`config.mk`:
```
export PLATFORM = sky130hd
export DESIGN_NAME = firRoundSat
export DESIGN_NICKNAME = d
export VERILOG_FILES = /design/src/verilog/firPkg.sv /design/src/verilog/firRoundSat.sv
export SDC_FILE = /design/constraint.sdc
export NUM_CORES = 1
export LEC_CHECK = 0
export ABC_CLOCK_PERIOD_IN_PS = 2200
export BUFFER_PORTS_ARGS = -buffer_cell sky130_fd_sc_hd__buf_2
export CAP_MARGIN = 25
export CORE_MARGIN = 2
export CORE_UTILIZATION = 42
export CTS_CLUSTER_SIZE = 16
export DETAILED_ROUTE_END_ITERATION = 7
export PLACE_DENSITY = 0.84
export SYNTH_ARGS = -nofsm -noshare
export SYNTH_HDL_FRONTEND = slang
export SYNTH_SLANG_ARGS = --single-unit
```
`constraint.sdc`:
```
create_clock -name clk -period 2.2 [get_ports clk]
set_input_delay 0.33 -clock clk [delete_from_list [all_inputs] [get_ports clk]]
set_output_delay 0.33 -clock clk [all_outputs]
set_load 0.05 [all_outputs]
```
`src/verilog/firPkg.sv`:
```
package firPkg;

    // ----------------------------------------
    // Filter dimensions
    // ----------------------------------------
    localparam int NumCoeffs = 8;   // Unique taps of the 15-tap symmetric filter
    localparam int NumChans  = 2;   // I and Q

    // ----------------------------------------
    // Data types
    // ----------------------------------------
    typedef logic signed [17:0] sample_t;
    typedef logic signed [15:0] coeff_t;    // Q1.15
    typedef logic signed [37:0] acc_t;      // 19b pre-add x 16b coeff, plus 3 bits growth

    // c0 weights taps 0 and 14, c7 the centre tap
    typedef struct packed {
        coeff_t c0;
        coeff_t c1;
        coeff_t c2;
        coeff_t c3;
        coeff_t c4;
        coeff_t c5;
        coeff_t c6;
        coeff_t c7;
    } coeffSet_t;

    typedef struct packed {
        sample_t i;
        sample_t q;
    } iqSample_t;

    typedef struct packed {
        acc_t i;
        acc_t q;
    } iqAcc_t;

    typedef struct packed {
        logic i;
        logic q;
    } iqFlag_t;

    // Word offsets inside the register window
    typedef enum logic [2:0] {
        RegC0C1   = 3'd0,   // Even coeff in the low half, odd in the high half
        RegC2C3   = 3'd1,
        RegC4C5   = 3'd2,
        RegC6C7   = 3'd3,
        RegStatus = 3'd4    // Bit 0 satI, bit 1 satQ
    } regOff_e;

endpackage

```
`src/verilog/firRoundSat.sv`:
```
`timescale 1ns/1ps

module firRoundSat import firPkg::*; #(
    parameter int fracBits = 15
) (
    input  logic      clk,
    input  logic      rstN,
    input  logic      clkEn,
    input  iqAcc_t    accIn,
    output iqSample_t sampleOut,
    output iqFlag_t   sat
);

    localparam int SampW = $bits(sample_t);
    localparam int RndW  = $bits(acc_t) + 1;   // Room for the half-LSB add

    localparam sample_t                MaxSample = 18'sh1FFFF;
    localparam sample_t                MinSample = 18'sh20000;
    localparam logic signed [RndW-1:0] HalfLsb   = RndW'(1) << (fracBits - 1);

    iqSample_t sampleNext;
    iqFlag_t   satNext;

    // Returns {clamped, sample}
    function automatic logic [SampW:0] roundSat(acc_t a);
        logic signed [RndW-1:0] rnd;
        logic signed [RndW-1:0] shr;
        rnd = a + HalfLsb;          // Round half up
        shr = rnd >>> fracBits;
        if (shr > MaxSample) begin
            return {1'b1, MaxSample};
        end else if (shr < MinSample) begin
            return {1'b1, MinSample};
        end
        return {1'b0, sample_t'(shr)};
    endfunction

    assign {satNext.i, sampleNext.i} = roundSat(accIn.i);
    assign {satNext.q, sampleNext.q} = roundSat(accIn.q);

    // ----------------------------------------
    // Output register
    // ----------------------------------------
    always_ff @(posedge clk) begin
        if (!rstN) begin
            sampleOut <= '0;
            sat       <= '0;
        end else if (clkEn) begin
            sampleOut <= sampleNext;
            sat       <= satNext;   // One enabled cycle per clamp
        end
    end

    satLimitI: assert property (
        @(posedge clk) sat.i |-> (sampleOut.i == MaxSample || sampleOut.i == MinSample)
    ) else $error("firRoundSat: satI without a clamped I output");
    satLimitQ: assert property (
        @(posedge clk) sat.q |-> (sampleOut.q == MaxSample || sampleOut.q == MinSample)
    ) else $error("firRoundSat: satQ without a clamped Q output");

endmodule

```
==> results.toml, run 1 <==
[die]
io_pins = 117
num_rows = 28
core_um2 = 5820
die_x_um = 80.9
dieArea_um2 = 6540
die_h_um = 80.9
initial_utilization = 0.427

[worst_setup_path]
arrival_ns = 2.14
reg2reg_from = "sat[0]"
slowest_stage = "a21oi_4"
crit_chain = "buf_2 -> ha_1 -> and3_1 -> and3_1 -> and4_1 -> a211oi_2 -> nand2_1 -> a21oi_4 -> a211oi_1"
r2r_cells = 2
crit_required_ns = 2.37
cpMostUsedCell = "and3_1"
cpPeakStageDelay_ns = 0.30
critPathLaunchType = "input pin"
worstSetupPathType = "in2reg"
cp_max_fo = 8
rrSetupSlack_ns = 1.40
endpoint_kind = "flop"
r2r-end = "sat[0]"

[synth]
syn_avg_cell_area_um2 = 7.96
ys_seq_elements = 38
synth-edff-count = 0
synth_top_area_share = 0.306
synthArstFlopShare = 0
yosysMostFrequentCell = "nor2_1"
synth_nets = 393
synth_area_um2 = 2480
synth_area_leader_cell = "dfxtp_1"
yosysWarnings = 0
netlist_top_cells_area = "dfxtp_1 31%, a211oi_1 7.6%, nor2_1 7.6%"
synthFlopType = "dfxtp_1"
seq_area_frac_synth = 0.306
ys_types = 57
synthCells = 312
ys_top_cells_by_count = "50 x nor2_1, 38 x dfxtp_1, 25 x a211oi_1"

[layout]
drive_above_1_share = 0.348
instances_no_fill = 509
nNetsFinal = 514
area_growth_pct = 35.9
diodes = 0

[clocking]
cts_buffer_depth = 2
cts_setup_buffers = 0
clock_latency_ns = 0.29
h-tree-depth = 2
cts_tree = "yes"
root_buffer = "clkbuf_8"
clkSinkCount = 38
hold_buffers = 0
cts_made_buffers = 5
cts-resized-gates = 0
clkTransAtPathRegs_ns = 0.08

[detailed_routing]
drt.antenna.violating_nets = 0
post-route-drc-count = 0
drt_wl_total_um = 6930
drtPass1Iterations = 5
wire_per_inst_um = 13.6
drtIter0Drc = 118
viasPerCell = 5.52
vias = 2810

[worst_hold_path]
holdPathStages = 2
hold_class = "in2reg"
hold_path_startpoint = "rstN"
min_to = "sampleOut[35]"

[timing]
final_max_slew_viol_count = 0
clock-skew-final_ns = 0
period_needed_ns = 1.97
fin_setup_tns_ns = 0
fin_hold_ws_ns = 0.360
finalHoldViolCount = 0
min_period_over_period = 0.895
rsz0062_at_grt = "false"
worst_slew_pin_slew_ns = 0.481
slew_headroom = 0.679
setup_viol = 0
fmaxAchievable_mhz = 508

[global_routing]
grt_max_degree = 29
overflow = 0
grt_pass1_vias = 2477
grt_pass1_wl_um = 10800
track_usage = 0.205
antenna_found_initial = 0

[placement]
gp_congestion = 0.895
dp_cells = 501
hpwl_um = 5530
port-buffer-count = 88

[outcome]
status = "finished clean"

[power_and_ir_drop]
p_per_area_nw_per_um2 = 538
irDropWorstVdd_uv = 399
p_leak_nw = 1.48

[flow_run]
maxCapViolations = 0
## state kept, by name (all words and copies together), names as in the netlist
| register | cells |
|---|---|
| sampleOut | 36 |
| sat | 2 |
## layer usage
layer / vias to the layer above / wire (um) / track usage
met2: 100 / 3410 / 0.363
met1: 1305 / 2970 / 0.254
met5: - / 0 / 0
met3: 7 / 483 / 0.0400
li1: 1398 / - / -
met4: 0 / 57 / 0.0492
## layout by cell type (no fill, tap or decap), types with 3 or more instances in the layout
master	count
nand3_1	15
buf_4	41
xnor2_1	10
and3_1	9
nor2_1	50
a211oi_1	24
clkbuf_8	6
inv_1	8
a31oi_1	3
a21oi_1	5
a311oi_1	4
xor2_1	18
o21ai_0	7
and4_1	9
nand4_1	13
nor3_1	10
nand2_1	23
dfxtp_1	38
buf_2	88
o22ai_1	7
## how the worst max path moves through the flow
| stage | slack, ns | endpoint | cells past startpoint | from |
|---|---|---|---|---|
| 3_3_place_gp | -0.02 | sampleOut[32] | 9 | accIn[52] |
| 6_report | 0.23 | sampleOut[26] | 9 | accIn[52] |
| 4_1_cts | 0.24 | sampleOut[26] | 9 | accIn[52] |
| 3_5_place_dp | -0.07 | sampleOut[26] | 9 | accIn[52] |
| 5_1_grt | 0.12 | sampleOut[8] | 9 | accIn[19] |
| 2_1_floorplan | 0.008 | sampleOut[10] | 10 | accIn[14] |
## report_power, final
| part | switching [mW] | internal (mW) | leakage [nW] |
|---|---|---|---|
| Clock | 0.248 | 0.253 | 0.0482 |
| Combinational | 0.371 | 0.178 | 1.11 |
| Sequential | 0.0259 | 0.737 | 0.315 |
| Total | 0.645 | 1.17 | 1.48 |
## cells by family after synthesis
| group | count (synthesis) | share of synthesized area |
|---|---|---|
| and+or+nand+nor | 145 | 0.303 |
| DFF | 38 | 0.306 |
| muxes | 3 | 0.0141 |
| AOI/OAI and AO/OA | 73 | 0.225 |
| xor gates and xnor gates | 28 | 0.0988 |
| buffers and inverters | 23 | 0.0423 |
| adders and majority gates | 2 | 0.0101 |
## cell type report
type	count	area, um^2
clock inverters	1	5.00
fillers	553	2440
multi-input cells	251	1650
flip-flops and latches	38	761
well taps	75	93.8
inverters	8	30.0
clock buffers	7	86.3
repair buffers	129	748
## worst max-delay path: cells and delay by family
| family | cells | cell delay, ns |
|---|---|---|
| adder cells (fa/ha/maj) | 1 | 0.20 |
| AND/OR/NAND/NOR | 4 | 0.84 |
| AO/OA/AOI/OAI | 3 | 0.64 |
| buffers and inverters | 1 | 0.12 |
## through the flow
step	setup WS [ns]	instance area (um^2)	power (mW)	util
2_1_floorplan	0.00799	2520	1.12	-
3_3_place_gp	-0.0230	3280	1.31	0.564
3_5_place_dp	-0.0718	3280	1.33	0.564
4_1_cts	0.237	3370	1.82	0.580
5_1_grt	0.119	3370	1.90	0.580
6_report	0.231	3370	1.81	0.580
(Power assumes the default switching activity.)
==> run 2: changes to the inputs <==
CORE_UTILIZATION = 44   (was 42)
CTS_BUF_LIST = sky130_fd_sc_hd__clkbuf_2   (was unset)
PLACE_DENSITY = 0.87   (was 0.84)
==> results.toml, run 2 (synthesized netlist as in run 1, its figures left out) <==
[layout]
fillerInstances = 518
diodes = 0
multi_input_comb_area_um2 = 1650
drive_above_1_share = 0.321
area_growth_pct = 30.5
top_regs = "sampleOut (36), sat (2)"
nNetsFinal = 497
final_cell_mix = "88 x buf_2, 50 x nor2_1, 38 x dfxtp_1, 24 x a211oi_1, 24 x buf_4"
largest_reg_flops = 36
top_register = "sampleOut"
final-seq-area_um2 = 761
final_common_cell = "buf_2"

[worst_setup_path]
arrival_ns = 2.16
worstSetupPathType = "in2reg"
critPathLaunchType = "input pin"
endpoint_kind = "flop"
crit_required_ns = 2.48
cp_max_fo = 8

[clocking]
cts-resized-gates = 0
clkTransAtPathRegs_ns = 0.20
cts_buffer_depth = 2
cts_tree = "yes"
clock_latency_ns = 0.39
h-tree-depth = 2
cts_made_buffers = 5
root_buffer = "clkbuf_2"
cts_setup_buffers = 0
clkSinkCount = 38
hold_buffers = 0

[timing]
fin_ws_ns = 0.314
period_needed_ns = 1.89
min_period_over_period = 0.857
setup_viol = 0
fmaxAchievable_mhz = 530
final_max_slew_viol_count = 0
finalHoldViolCount = 0
clock-skew-final_ns = 0
worst_slew_pin_slew_ns = 0.495
rsz0062_at_grt = "false"
slew_headroom = 0.670

[die]
initial_utilization = 0.454
num_rows = 27
dieArea_um2 = 6260
die_x_um = 79.1
core_um2 = 5470
die_h_um = 79.1
io_pins = 117

[power_and_ir_drop]
p_leak_nw = 1.39
p_per_area_nw_per_um2 = 566
total_power_mw = 1.83
irDropWorstVdd_uv = 271

[outcome]
status = "finished clean"

[detailed_routing]
post-route-drc-count = 0
drtPass1Iterations = 4
wl_met2_um = 3410
wl_met1_um = 2840
drt.antenna.violating_nets = 0
dr_wl_met3_um = 438
drt_wl_total_um = 6770
vias = 2729
drtIter0Drc = 131
top_layer_used = "met4"
viasPerCell = 5.58
wire_per_inst_um = 13.8

[global_routing]
track_usage = 0.216
grt_pass1_wl_um = 11100
overflow = 0
grt_pass1_vias = 2584
grt_max_degree = 32
antenna_found_initial = 0

[placement]
port-buffer-count = 88
gp_congestion = 0.899
hpwl_um = 5440
pre_cts_slack_ns = -0.123

[flow_run]
maxCapViolations = 0

[worst_hold_path]
hold_class = "in2reg"
-- run 2: cell count changes in the layout (fill, tap and decap cells not counted) --
cell	delta
buf_4	-17
clkbuf_8	-6
clkbuf_2	+5
bufinv_16	+2
clkbuf_1	-1
clkinv_1	+1
clkinv_2	-1
-- run 2: routing by layer --
layer,GRT usage,vias up
met5,0,-
li1,-,1375
met1,0.247,1250
met4,0.0603,0
met3,0.0409,10
met2,0.405,94
-- run 2: worst max-delay path: stages --
cell      delay (ns)
buf_2           0.12
ha_4            0.15
and4_1          0.20
buf_4           0.14
nand2_1         0.13
nor3_1          0.20
xnor2_1         0.17
o211ai_2        0.20
o31ai_4         0.39
a211oi_1        0.13
-- run 2: report_power, final --
part | leakage [nW] | internal (mW) | total (mW) | switching (mW)
clock network | 0.0506 | 0.303 | 0.534 | 0.231
logic | 1.03 | 0.167 | 0.535 | 0.368
registers | 0.315 | 0.739 | 0.765 | 0.0263
-- run 2: layout make-up --
| cell class | instances | area share |
|---|---|---|
| clock buffer | 5 | 0.00772 |
| sequential | 38 | 0.235 |
| multi-input combinational | 251 | 0.509 |
| inverter | 8 | 0.00927 |
| tap | 72 | 0.0278 |
| clock inverter | 3 | 0.0197 |
| timing repair buffer | 112 | 0.192 |
-- run 2: final timing paths --
kind                                   start       endpoint  slack [ns]  cells after the start
worst max-delay path               accIn[14]   sampleOut[6]        0.31                     10
worst min-delay path                    rstN  sampleOut[35]        0.25                      2
worst max register to register  sampleOut[1]   sampleOut[1]        1.43                      2
worst min register to register  sampleOut[8]   sampleOut[8]        0.50                      2
-- run 2: stage by stage --
| stage | hold WS [ns] | utilization | area [um^2] | setup TNS [ns] | cells |
|---|---|---|---|---|---|
| final | 0.250 | 0.592 | 3240 | 0 | 489 |
| after global placement | 0.462 | 0.576 | 3150 | -0.428 | 481 |
| after detailed placement | 0.476 | 0.576 | 3150 | -1.71 | 481 |
| after global routing | 0.237 | 0.592 | 3240 | 0 | 489 |
| after floorplan | 0.458 | - | 2520 | 0 | 312 |
| after CTS | 0.223 | 0.592 | 3240 | 0 | 489 |
==> run 3: changes to the inputs <==
BUFFER_PORTS_ARGS = -buffer_cell sky130_fd_sc_hd__buf_4   (was -buffer_cell sky130_fd_sc_hd__buf_2)
CORE_UTILIZATION = 36   (was 44)
PLACE_DENSITY = 0.75   (was 0.87)
==> results.toml, run 3 (synthesized netlist as in run 1, its figures left out) <==
[placement]
port-buffer-count = 88
gp_congestion = 0.830
placed_cell_area_um2 = 3450
pre_cts_slack_ns = -0.0368
hpwl_um = 5620
dp_cells = 498

[die]
die_x_um = 87.0
num_rows = 30
core_um2 = 6720
io_pins = 117
initial_utilization = 0.369
dieArea_um2 = 7580
die_h_um = 87.0

[clocking]
clkSinkCount = 38
hold_buffers = 0
cts-resized-gates = 0
cts_made_buffers = 5
cts_buffer_depth = 2
h-tree-depth = 2
root_buffer = "clkbuf_2"
cts_setup_buffers = 0
cts_tree = "yes"
clkTransAtPathRegs_ns = 0.21
clock_latency_ns = 0.40

[worst_setup_path]
worstSetupPathType = "in2reg"
endpoint_kind = "flop"
critPathLaunchType = "input pin"
crit_required_ns = 2.49
crit_path_end = "sampleOut[33]"
rrSetupSlack_ns = 1.40
r2r-end = "sat[0]"
r2r_cells = 2
cp_max_fo = 8
reg2reg_from = "sat[0]"
arrival_ns = 2.10
crit_start = "accIn[52]"

[timing]
setup_viol = 0
fmaxAchievable_mhz = 553
finalHoldViolCount = 0
fin_setup_tns_ns = 0
final_max_slew_viol_count = 0
fin_ws_ns = 0.390
clock-skew-final_ns = 0
rsz0062_at_grt = "false"
period_needed_ns = 1.81
slew_headroom = 0.710
worst_slew_pin_slew_ns = 0.429
min_period_over_period = 0.823

[layout]
area_growth_pct = 42.7
final_area_um2 = 3540
fillerInstances = 657
instances_no_fill = 506
top_regs = "sampleOut (36), sat (2)"
top_register = "sampleOut"
largest_reg_flops = 36
final_cell_mix = "121 x buf_4, 50 x nor2_1, 38 x dfxtp_1, 24 x a211oi_1, 23 x nand2_1"
final-seq-area_um2 = 761
diodes = 0
nNetsFinal = 506
final_common_cell = "buf_4"
multi_input_comb_area_um2 = 1650
utilization = 0.527
drive_above_1_share = 0.338

[power_and_ir_drop]
power_frac_clock = 0.293
pwr-share-comb = 0.309
p_leak_nw = 1.49
p_per_area_nw_per_um2 = 545
switching_share = 0.339
internal_power_mw = 1.28
power.switching_uw = 653
irDropWorstVdd_uv = 288
seq_power_share = 0.397

[global_routing]
antenna_found_initial = 0
grt_max_degree = 29
grt_pass1_wl_um = 11400
grt_pass1_vias = 2569
overflow = 0
track_usage = 0.186

[detailed_routing]
drtIter0Drc = 69
post-route-drc-count = 0
drtPass1Iterations = 4
vias = 2734
viasPerCell = 5.40
drt_wl_total_um = 7020
drt.antenna.violating_nets = 0
wire_per_inst_um = 13.9

[worst_hold_path]
hold_class = "in2reg"
hold_path_startpoint = "rstN"

[flow_run]
maxCapViolations = 0

[outcome]
status = "finished clean"
[run 3: how the worst min path moves through the flow]
stage | to | cells after the start
after floorplan | sampleOut[35] | 1
after global placement | sampleOut[17] | 2
after detailed placement | sampleOut[32] | 2
after CTS | sampleOut[35] | 2
after global routing | sampleOut[17] | 2
final | sampleOut[35] | 2
[run 3: worst max-delay path, cell delays in order]
cell and delay (ns):
buf_4 0.12, ha_1 0.20, and3_1 0.21, and3_1 0.25
and4_1 0.22, a211oi_2 0.21, nand2_1 0.15, a21oi_4 0.31
a211oi_1 0.12
[run 3: power groups by stage]
stage / clock [mW] / combinational [mW] / sequential (mW)
floorplan: 0 / 0.176 / 0.948
global placement: 0 / 0.590 / 0.779
detailed placement: 0 / 0.597 / 0.781
CTS: 0.578 / 0.599 / 0.767
global route: 0.611 / 0.640 / 0.773
finish: 0.566 / 0.596 / 0.767
[run 3: layout make-up]
class,count,area share
Multi-Input combinational cell,251,0.466
Clock inverter,3,0.0194
Clock buffer,5,0.00706
Tap cell,80,0.0283
Sequential cell,38,0.215
Inverter,8,0.00848
Timing Repair Buffer,121,0.256
[run 3: metal layers]
| layer | track usage | wire (um) | vias up |
|---|---|---|---|
| met2 | 0.337 | 3480 | 77 |
| li1 | - | - | 1386 |
| met3 | 0.0332 | 350 | 9 |
| met4 | 0.0554 | 100 | 0 |
| met5 | 0 | 0 | - |
| met1 | 0.221 | 3090 | 1262 |
[run 3: through the flow]
| stage | power [mW] | hold slack, ns |
|---|---|---|
| floorplan | 1.12 | 0.458 |
| global placement | 1.37 | 0.464 |
| detailed placement | 1.38 | 0.478 |
| CTS | 1.94 | 0.176 |
| global route | 2.02 | 0.168 |
| finish | 1.93 | 0.200 |
