--- src/verilog/firPkg.sv ---
package firPkg;

    // ----------------------------------------
    // Filter dimensions
    // ----------------------------------------
    localparam int NumCoeffs = 8;   // Unique taps of the 15-tap symmetric filter
    localparam int NumChans  = 2;   // I and Q

    // ----------------------------------------
    // Data types
    // ----------------------------------------
    typedef logic signed [17:0] sample_t;
    typedef logic signed [15:0] coeff_t;    // Q1.15
    typedef logic signed [37:0] acc_t;      // 19b pre-add x 16b coeff, plus 3 bits growth

    // c0 weights taps 0 and 14, c7 the centre tap
    typedef struct packed {
        coeff_t c0;
        coeff_t c1;
        coeff_t c2;
        coeff_t c3;
        coeff_t c4;
        coeff_t c5;
        coeff_t c6;
        coeff_t c7;
    } coeffSet_t;

    typedef struct packed {
        sample_t i;
        sample_t q;
    } iqSample_t;

    typedef struct packed {
        acc_t i;
        acc_t q;
    } iqAcc_t;

    typedef struct packed {
        logic i;
        logic q;
    } iqFlag_t;

    // Word offsets inside the register window
    typedef enum logic [2:0] {
        RegC0C1   = 3'd0,   // Even coeff in the low half, odd in the high half
        RegC2C3   = 3'd1,
        RegC4C5   = 3'd2,
        RegC6C7   = 3'd3,
        RegStatus = 3'd4    // Bit 0 satI, bit 1 satQ
    } regOff_e;

endpackage

--- src/verilog/firCoeffRegs.sv ---
`timescale 1ns/1ps

module firCoeffRegs import firPkg::*; (
    input  logic        clk,
    input  logic        rstN,
    input  logic        cs,
    input  logic [2:0]  addr,      // Word offset inside the window
    input  logic [31:0] din,
    input  logic        wr0,
    input  logic        wr1,
    input  logic        wr2,
    input  logic        wr3,
    output logic [31:0] dout,
    input  iqFlag_t     sat,
    output coeffSet_t   coeffs
);

    logic [3:0][31:0] coefWords;   // Indexed by RegC0C1 .. RegC6C7
    logic [1:0]       status;      // Sticky saturation bits
    logic [3:0]       wrB;
    logic             coefHit;
    logic [1:0]       clrBits;

    assign wrB     = {wr3, wr2, wr1, wr0};
    assign coefHit = cs && (addr <= RegC6C7);

    // Write one to clear, byte 0 only
    assign clrBits = (cs && wr0 && (addr == RegStatus)) ? din[1:0] : 2'b00;

    // ----------------------------------------
    // Register writes
    // ----------------------------------------
    always_ff @(posedge clk) begin
        if (!rstN) begin
            coefWords <= '0;
            status    <= '0;
        end else begin
            for (int b = 0; b < 4; b++) begin
                if (coefHit && wrB[b]) begin
                    coefWords[addr[1:0]][b*8 +: 8] <= din[b*8 +: 8];
                end
            end
            // A new event beats a clear at the same edge
            status <= (status & ~clrBits) | {sat.q, sat.i};
        end
    end

    // ----------------------------------------
    // Read-back, zero latency
    // ----------------------------------------
    always_comb begin
        dout = '0;
        if (cs) begin
            case (regOff_e'(addr))
                RegC0C1, RegC2C3, RegC4C5, RegC6C7: dout = coefWords[addr[1:0]];
                RegStatus:                          dout = {30'd0, status};
                default:                            dout = '0;   // Offsets 5 to 7
            endcase
        end
    end

    // Unpack the coefficient words
    assign coeffs.c0 = coefWords[0][15:0];
    assign coeffs.c1 = coefWords[0][31:16];
    assign coeffs.c2 = coefWords[1][15:0];
    assign coeffs.c3 = coefWords[1][31:16];
    assign coeffs.c4 = coefWords[2][15:0];
    assign coeffs.c5 = coefWords[2][31:16];
    assign coeffs.c6 = coefWords[3][15:0];
    assign coeffs.c7 = coefWords[3][31:16];

    // Decoded address must be clean whenever the bus writes
    addrKnown: assert property (
        @(posedge clk) (cs && (|wrB)) |-> !$isunknown(addr)
    ) else $error("firCoeffRegs: unknown addr during write");

endmodule

--- config.mk ---
export PLATFORM = sky130hd
export DESIGN_NAME = firCoeffRegs
export DESIGN_NICKNAME = d
export VERILOG_FILES = /design/src/verilog/firPkg.sv /design/src/verilog/firCoeffRegs.sv
export SDC_FILE = /design/constraint.sdc
export NUM_CORES = 1
export LEC_CHECK = 0
export ABC_CLOCK_PERIOD_IN_PS = 1390
export BUFFER_PORTS_ARGS = -buffer_cell sky130_fd_sc_hd__buf_2
export CAP_MARGIN = 20
export CORE_MARGIN = 4
export CORE_UTILIZATION = 46
export CTS_CLUSTER_DIAMETER = 80
export CTS_CLUSTER_SIZE = 12
export DETAILED_ROUTE_END_ITERATION = 10
export PLACE_DENSITY = 0.74
export SYNTH_ARGS = -nofsm -noshare
export SYNTH_HDL_FRONTEND = slang
export SYNTH_SLANG_ARGS = --single-unit
--- constraint.sdc ---
create_clock -name clk -period 1.39 [get_ports clk]
set_input_delay 0.139 -clock clk [delete_from_list [all_inputs] [get_ports clk]]
set_output_delay 0.139 -clock clk [all_outputs]
set_load 0.03 [all_outputs]
==> results.cfg, run 1 <==
[yosys]
syn-num-nets = 599
synth_fa_ha_area_share_pct = 0
synth_seq_area_share_pct = 44.6
synth_top_family_by_area = multiplexers
ys_seq_elements = 130
synth_top_area_cell = dfxtp_1
synth_area_um2 = 5830
synth.distinct_cells = 23
avgSynthCellArea_um2 = 10.5
syn-instance-count = 555
synthXorXnorAreaFrac_pct = 0
synth-compound-area-share_pct = 0.472
synth_top_cell_area_share_pct = 44.6
yosys_warnings = 0
yosys.area_share.simple_pct = 17.5
synthMuxAreaShare_pct = 34.3
synth_area_leaders = dfxtp_1, mux2i_1, mux4_2, nand2_1, nor2b_1

[route]
wl_met1_um = 7460
ant_nets = 0
drcViolationCount = 0
dr.max_layer_used = met5
first_iter_violations = 379
wl_met2_um = 9200
drt_pass1_iterations = 5
num_vias = 5333
drt-total-wl_um = 18100
wl_met3_um = 1200
viasPerCell = 5.26
wire_per_inst_um = 17.9

[global_routing]
grt_max_degree = 83
grt_first_pass_wirelength_um = 28400
antenna_found_initial = 2
grt_use_total_pct = 24.6
grt.overflow.total = 0
first_global_vias = 5540

[setup_path]
crit_arrival_ns = 1.52
start_kind = flop
critical_path_class = reg2out
end_kind = output pin
required_ns = 1.25
crit_fanout = 2

[layout]
final_common_cell = buf_2
final_nets = 876
drive_gt1_share_pct = 57.3
final_util_pct = 70.6
syn2layout_area_growth_pct = 47.8
final_cell_mix = buf_2, nand2_1, mux2i_1

[placed_design]
routabilityCongestion = 0.805
dp_hpwl_um = 11600
portBuffers = 203

[die]
die_h_um = 121
io-pin-count = 204
dieArea_um2 = 14500
die_w_um = 121
start_util_pct = 47.8
rows = 40
core_area_um2 = 12200

[timing]
finalSetupViolCount = 32
fin_crit_sh_pct = 119
tightest_slew_ns = 0.349
fin_crit_ns = 1.66
finClkSkew_ns = 0
fmax_mhz = 602
rsz0062_at_grt = true
worst_slack_ns = -0.270
hold_viol = 0
slew_headroom_pct = 76.6
drv_slew = 0
setup_tns_ns = -7.14

[pwr]
pwr_density_cell_nw_per_um2 = 1120
leakage_nw = 4.68
ir_drop_uv = 655

[clock_tree]
cts_tree = yes
clockBufferDepth = 2
clkTransAtPathRegs_ns = 0.06
clk_latency_ns = 0.40
htree_levels = 4
clock-sinks = 130
cts-root-buf = clkbuf_16
cts_buffers = 17

[job]
max-cap-violations = 0

[run_status]
status = finished with violations
violations = setup timing

[worst_hold_path]
hold_class = in2reg
[metal layers]
layer,vias to the layer above,track usage (%)
met1,2638,30.4
met2,207,41.9
li1,2463,-
met4,2,8.78
met5,-,0
met3,23,5.80
[cells in the mapped netlist]
master and n:
nor4bb_1 1, mux2i_1 128, mux4_2 30, and4bb_2 1
mux2_2 4, dfxtp_1 130, buf_6 4, clkbuf_1 19
buf_2 8, nand2_2 15, nor2_1 1, nand2b_1 1
buf_4 2, and2_1 1, nor4b_4 1, and3b_1 1
inv_1 2, nor2b_1 33, a41oi_1 2, nand2_1 160
nand3_1 8, and4b_1 1, o21ai_0 2
[worst paths after layout]
| kind | to | cells after the start | slack, ns | from |
|---|---|---|---|---|
| min | status[0]$_SDFF_PN0_ | 3 | 0.03 | sat[1] |
| max | dout[30] | 3 | -0.27 | coeffs[78]$_SDFFE_PN0P_ |
| max reg2reg | coeffs[3]$_SDFFE_PN0P_ | 4 | 0.56 | coeffs[3]$_SDFFE_PN0P_ |
| min reg2reg | coeffs[29]$_SDFFE_PN0P_ | 2 | 0.46 | coeffs[29]$_SDFFE_PN0P_ |
[through the flow]
step / area, µm² / hold WS, ns / std cells / setup WS [ns] / power (mW)
after floorplan: 5830 / 0.261 / 555 / 0.00789 / 4.34
after global placement: 7120 / 0.367 / 914 / -0.111 / 4.58
after detailed placement: 7120 / 0.383 / 914 / -0.147 / 4.60
after CTS: 8550 / 0.00880 / 1006 / -0.285 / 9.67
after global routing: 8620 / 0.0402 / 1014 / -0.311 / 9.91
final: 8620 / 0.0260 / 1014 / -0.270 / 9.64
[sequential cells by signal, indices dropped and copies added, names as in the netlist]
register  count
status        2
coeffs      128
[power by group]
part	internal (mW)	switching (mW)
registers	3.78	0.0341
logic	0.304	0.468
clock network	3.34	1.70
[kinds of logic (layout without fill, tap and decap cells)]
family / count (synthesis) / after routing
AND/OR/NAND/NOR: 224 / 224
multiplexers: 162 / 162
flip-flops: 130 / 130
buffers and inverters: 35 / 325
other: 0 / 1
AO/OA/AOI/OAI: 4 / 4
[critical path: stages, from the launching register on]
cell     delay (ns)
dfxtp_2        0.32
mux4_2         0.48
nor2b_1        0.15
buf_4          0.17
[area by class of cell]
cell class / instances / area (µm²)
clock buffer: 21 / 470
multi-input combinational: 390 / 3130
tap: 168 / 210
timing repair buffer: 291 / 1870
inverter: 2 / 7.51
clock inverter: 11 / 200
antenna: 1 / 2.50
sequential: 130 / 2730
fill: 933 / 3590
[repair_timing]
action                                  CTS  global route
endpoints found under the setup margin   32            32
pin swaps                                 1             0
resized for setup                       139            15
buffers inserted                         58             7
hold endpoints to repair                  2             0
hold buffers                              2             0
No activity file was read; power rests on OpenSTA's default activity.
==> inputs of run 2 (changes only) <==
--- a/config.mk
+++ b/config.mk
@@ -5,6 +5,7 @@
 export SDC_FILE = /design/constraint.sdc
 export NUM_CORES = 1
 export LEC_CHECK = 0
+export ABC_AREA = 1
 export ABC_CLOCK_PERIOD_IN_PS = 1390
 export BUFFER_PORTS_ARGS = -buffer_cell sky130_fd_sc_hd__buf_2
 export CAP_MARGIN = 20
@@ -13,7 +14,7 @@
 export CTS_CLUSTER_DIAMETER = 80
 export CTS_CLUSTER_SIZE = 12
 export DETAILED_ROUTE_END_ITERATION = 10
-export PLACE_DENSITY = 0.74
+export PLACE_DENSITY = 0.75
 export SYNTH_ARGS = -nofsm -noshare
 export SYNTH_HDL_FRONTEND = slang
 export SYNTH_SLANG_ARGS = --single-unit
==> results.cfg, run 2 <==
[route]
viasPerCell = 5.10
drt_pass1_iterations = 7
wl_met2_um = 9030
first_iter_violations = 387
dr.max_layer_used = met4
wl_met1_um = 7780
drt-total-wl_um = 18500
wire_per_inst_um = 15.0
drcViolationCount = 0
ant_nets = 0
num_vias = 6306
wl_met3_um = 1450

[clock_tree]
clockBufferDepth = 2
clkTransAtPathRegs_ns = 0.05
htree_levels = 4
clock-sinks = 130
cts_buffers = 17
cts_tree = yes
cts-root-buf = clkbuf_16
clk_latency_ns = 0.40

[timing]
fmax_mhz = 691
fin_crit_sh_pct = 104
hold_viol = 0
worst_slack_ns = -0.0563
fin_crit_ns = 1.45
finalSetupViolCount = 2
setup_tns_ns = -0.0614
holdWs_ns = 0.0240
slew_headroom_pct = 77.2
tightest_slew_ns = 0.341
drv_slew = 0
finClkSkew_ns = 0
rsz0062_at_grt = true

[layout]
final_nets = 1124
num_antenna_cells = 0
final_util_pct = 71.6
multi_input_area_um2 = 3170
largest_reg_flops = 128
fillers = 1019
final_cell_mix = nor2_1, buf_2, nand2_1
syn2layout_area_growth_pct = 52.5
instances_no_fill = 1237
drive_gt1_share_pct = 43.0
fin_area_um2 = 8600
final_common_cell = nor2_1
regArea_um2 = 2720

[global_routing]
grt.overflow.total = 0
antenna_found_initial = 0
first_global_vias = 5637
grt_max_degree = 66
grt_first_pass_wirelength_um = 28900
grt_use_total_pct = 25.4

[yosys]
yosys_warnings = 0
ys_async_sr_fraction_pct = 0
synth_top_area_cell = dfxtp_1
synth_area_leaders = dfxtp_1, nor2_1, nand2_1, o21ai_0, a31oi_1
syn-num-nets = 881
synth_seq_area_share_pct = 46.1
avgSynthCellArea_um2 = 6.74
synth_top_cell_area_share_pct = 46.1
synth_area_um2 = 5640
synth_edf_count = 0
ys_seq_elements = 130
synth-main-ff-cell = dfxtp_1
synth.most_common_cell = nor2_1
syn-instance-count = 837
synth_commonest_cells = nor2_1, nand2_1, dfxtp_1
synth.distinct_cells = 20

[worst_hold_path]
hold_class = in2reg

[placed_design]
place_ws_ns = -0.0816
portBuffers = 203
dp_hpwl_um = 12900
place_area_um2 = 7440
numPlacedInstances = 1181
routabilityCongestion = 0.855

[pwr]
total_power_mw = 9.37
leakage_nw = 3.93
ir_drop_uv = 856
p_sw_mw = 2.28
p_seq_share_pct = 41.6
clkPwrFrac_pct = 47.7
pwr_density_cell_nw_per_um2 = 1090
switching_share_pct = 24.4
p_int_mw = 7.09
pwr-share-comb_pct = 10.8

[die]
core_area_um2 = 12000
rows = 40
dieArea_um2 = 14100
die_h_um = 119
start_util_pct = 47.0
die_w_um = 119
io-pin-count = 204

[setup_path]
cp_common_cell = nand2_1
crit_arrival_ns = 1.31
crit_slowest_cell = dfxtp_2
crit_chain = nand2_1, nand2_1, nand2_1, nand2_1, nand2_1, a21oi_2, buf_6
critical_path_class = reg2out
end_kind = output pin
required_ns = 1.25
crit_fanout = 3
critPathMaxStageDelay_ns = 0.35
start_kind = flop

[run_status]
status = finished with violations
violations = setup timing

[job]
max-cap-violations = 0
[run 2: power by group through the flow]
| stage | sequential [mW] | combinational [mW] | clock [mW] |
|---|---|---|---|
| final | 3.89 | 1.01 | 4.47 |
| after global routing | 3.90 | 1.10 | 4.67 |
| after CTS | 3.89 | 0.974 | 4.50 |
| after detailed placement | 3.96 | 0.954 | 0 |
| after global placement | 3.96 | 0.944 | 0 |
| after floorplan | 4.11 | 0.435 | 0 |
[run 2: cell type report]
| type | instances | share of cell area [%] |
|---|---|---|
| clock buffer | 23 | 5.56 |
| clock inverter | 6 | 1.22 |
| multi-input combinational | 618 | 36.9 |
| tap | 147 | 2.14 |
| inverter | 59 | 2.57 |
| timing repair buffer | 254 | 20.1 |
| sequential | 130 | 31.6 |
[run 2: final timing paths]
kind / startpoint / to / slack (ns) / cells past startpoint
worst max-delay path: coeffs[17]$_SDFFE_PN0P_ / dout[1] / -0.06 / 7
worst min register to register: status[1]$_SDFF_PN0_ / status[1]$_SDFF_PN0_ / 0.47 / 2
worst max register to register: coeffs[22]$_SDFFE_PN0P_ / coeffs[22]$_SDFFE_PN0P_ / 0.54 / 4
worst min-delay path: din[29] / coeffs[45]$_SDFFE_PN0P_ / 0.02 / 3
[run 2: repair_timing]
item                                    4_1_cts  5_1_grt
gates resized for setup                      91      112
hold buffers                                  2        0
endpoints found under the setup margin       32       32
pin swaps                                     0       18
setup buffers                                 1       24
gates cloned                                  0        0
endpoints found under the hold margin         2        0
[run 2: cells by family (layout without fill, tap and decap cells)]
kind of cell | count (synthesis) | count (layout) | synth area share, %
buffers and inverters | 89 | 342 | 6.48
and+or+nand+nor | 457 | 457 | 32.4
DFF | 130 | 130 | 46.1
AOI/OAI and AO/OA | 161 | 161 | 15.0
[run 2: layer usage]
layer / vias up / track usage [%]
met1: 2863 / 32.3
met2: 272 / 42.3
met4: 0 / 8.11
li1: 3143 / -
met5: - / 0
met3: 28 / 6.46
[run 2: critical path: cells and delay by family (launching register included)]
family	cells	cell delay, ns
flops	1	0.35
simple gates	5	0.26
buf+inv	1	0.15
compound gates	1	0.14
==> inputs of run 3 (changes only) <==
--- a/config.mk
+++ b/config.mk
@@ -15,6 +15,7 @@
 export CTS_CLUSTER_SIZE = 12
 export DETAILED_ROUTE_END_ITERATION = 10
 export PLACE_DENSITY = 0.75
+export RECOVER_POWER = 50
 export SYNTH_ARGS = -nofsm -noshare
 export SYNTH_HDL_FRONTEND = slang
 export SYNTH_SLANG_ARGS = --single-unit
==> results.cfg, run 3 (synthesis gave the netlist of run 2 again) <==
[run_status]
status = finished with violations
violations = setup timing

[setup_path]
required_ns = 1.25
path_buf_inv = 1
start_kind = flop
crit_slowest_cell = dfxtp_2
critPathMaxStageDelay_ns = 0.35
end_kind = output pin
crit_family = flip-flops
crit_fanout = 3
crit_chain = nand2_1, nand2_1, nand2_1, nand2_1, nand2_1, a21oi_2, buf_6
crit_arrival_ns = 1.31
critical_path_class = reg2out
cp_common_cell = nand2_1

[placed_design]
place_area_um2 = 7440
dp_hpwl_um = 12900
routabilityCongestion = 0.855
portBuffers = 203

[global_routing]
grt_first_pass_wirelength_um = 28900
grt_use_total_pct = 25.4
first_global_vias = 5637
grt_max_degree = 66
grt.overflow.total = 0
antenna_found_initial = 0

[layout]
final_nets = 1124
final_common_cell = nor2_1
drive_gt1_share_pct = 39.4
fillers = 1054
num_antenna_cells = 0
fin_area_um2 = 8480
syn2layout_area_growth_pct = 50.4
largest_reg_flops = 128
final_cell_mix = nor2_1, nand2_1, buf_2

[clock_tree]
cts-root-buf = clkbuf_16
cts_tree = yes
cts_buffers = 17
htree_levels = 4
clk_latency_ns = 0.40
clockBufferDepth = 2
clkTransAtPathRegs_ns = 0.05
clock-sinks = 130

[worst_hold_path]
hold_class = in2reg

[pwr]
pwr_density_cell_nw_per_um2 = 1100
leakage_nw = 3.77
ir_drop_uv = 853
total_power_mw = 9.35

[timing]
worst_slack_ns = -0.0591
fmax_mhz = 690
setup_tns_ns = -0.371
hold_viol = 0
finalSetupViolCount = 15
fin_crit_ns = 1.45
tightest_slew_ns = 0.396
fin_crit_sh_pct = 104
finClkSkew_ns = 0
slew_headroom_pct = 73.6
rsz0062_at_grt = true
drv_slew = 0

[job]
max-cap-violations = 0

[die]
dieArea_um2 = 14100
io-pin-count = 204
die_w_um = 119
die_h_um = 119
core_area_um2 = 12000
rows = 40
start_util_pct = 47.0

[route]
drcViolationCount = 0
wire_per_inst_um = 15.1
first_iter_violations = 421
drt_pass1_iterations = 5
drt-total-wl_um = 18700
viasPerCell = 5.08
num_vias = 6288
ant_nets = 0
[run 3: cell types whose count changed in the layout (fill, tap and decap cells not counted), sizes merged]
cell,delta
buf,-22
clkbuf,+22
[run 3: tightest hold or removal path: cells and delay by family]
family | cells | cell delay [ns]
buffers and inverters | 1 | 0.10
AO/OA/AOI/OAI | 1 | 0.08
AND/OR/NAND/NOR | 1 | 0.08
[run 3: metrics by stage]
step / setup slack, ns / instances / utilization, % / hold WS (ns)
2_1_floorplan: -0.0775 / 837 / - / 0.270
3_3_place_gp: -0.0371 / 1181 / 62.0 / 0.379
3_5_place_dp: -0.0816 / 1181 / 62.0 / 0.385
4_1_cts: -0.0679 / 1213 / 68.9 / 0.00696
5_1_grt: -0.165 / 1237 / 70.6 / 0.0323
6_report: -0.0591 / 1237 / 70.6 / 0.0234
[run 3: what timing repair did]
action / 4_1_cts / 5_1_grt
buffers inserted: 1 / 24
pin swaps: 0 / 18
resized for setup: 91 / 112
hold buffers: 2 / 0
endpoints found under the setup margin: 32 / 32
hold endpoints to repair: 2 / 0
[run 3: per-layer routing]
metal / global-route usage (%) / vias to the layer above / wire (µm)
met5: 0 / - / 0
li1: - / 3145 / -
met3: 6.46 / 24 / 1350
met2: 42.3 / 241 / 9120
met4: 8.11 / 0 / 265
met1: 32.3 / 2878 / 7920
[run 3: worst paths after layout]
check | from | to | slack [ns] | cells after the start
worst min register to register | status[0]$_SDFF_PN0_ | status[0]$_SDFF_PN0_ | 0.47 | 2
worst max register to register | coeffs[22]$_SDFFE_PN0P_ | coeffs[22]$_SDFFE_PN0P_ | 0.54 | 4
worst min-delay path | din[29] | coeffs[45]$_SDFFE_PN0P_ | 0.02 | 3
worst max-delay path | coeffs[17]$_SDFFE_PN0P_ | dout[1] | -0.06 | 7
[run 3: layout make-up]
class / count / area, µm² / share of cell area [%]
multi-input combinational: 618 / 3100 / 36.6
sequential: 130 / 2720 / 32.1
timing repair buffer: 254 / 1670 / 19.7
clock buffer: 23 / 478 / 5.63
inverter: 59 / 221 / 2.61
tap: 147 / 184 / 2.17
clock inverter: 6 / 105 / 1.24
[run 3: power by group]
group | internal [mW] | switching [mW] | total, mW
Clock | 2.92 | 1.55 | 4.47
Sequential | 3.82 | 0.0692 | 3.89
Combinational | 0.326 | 0.659 | 0.985
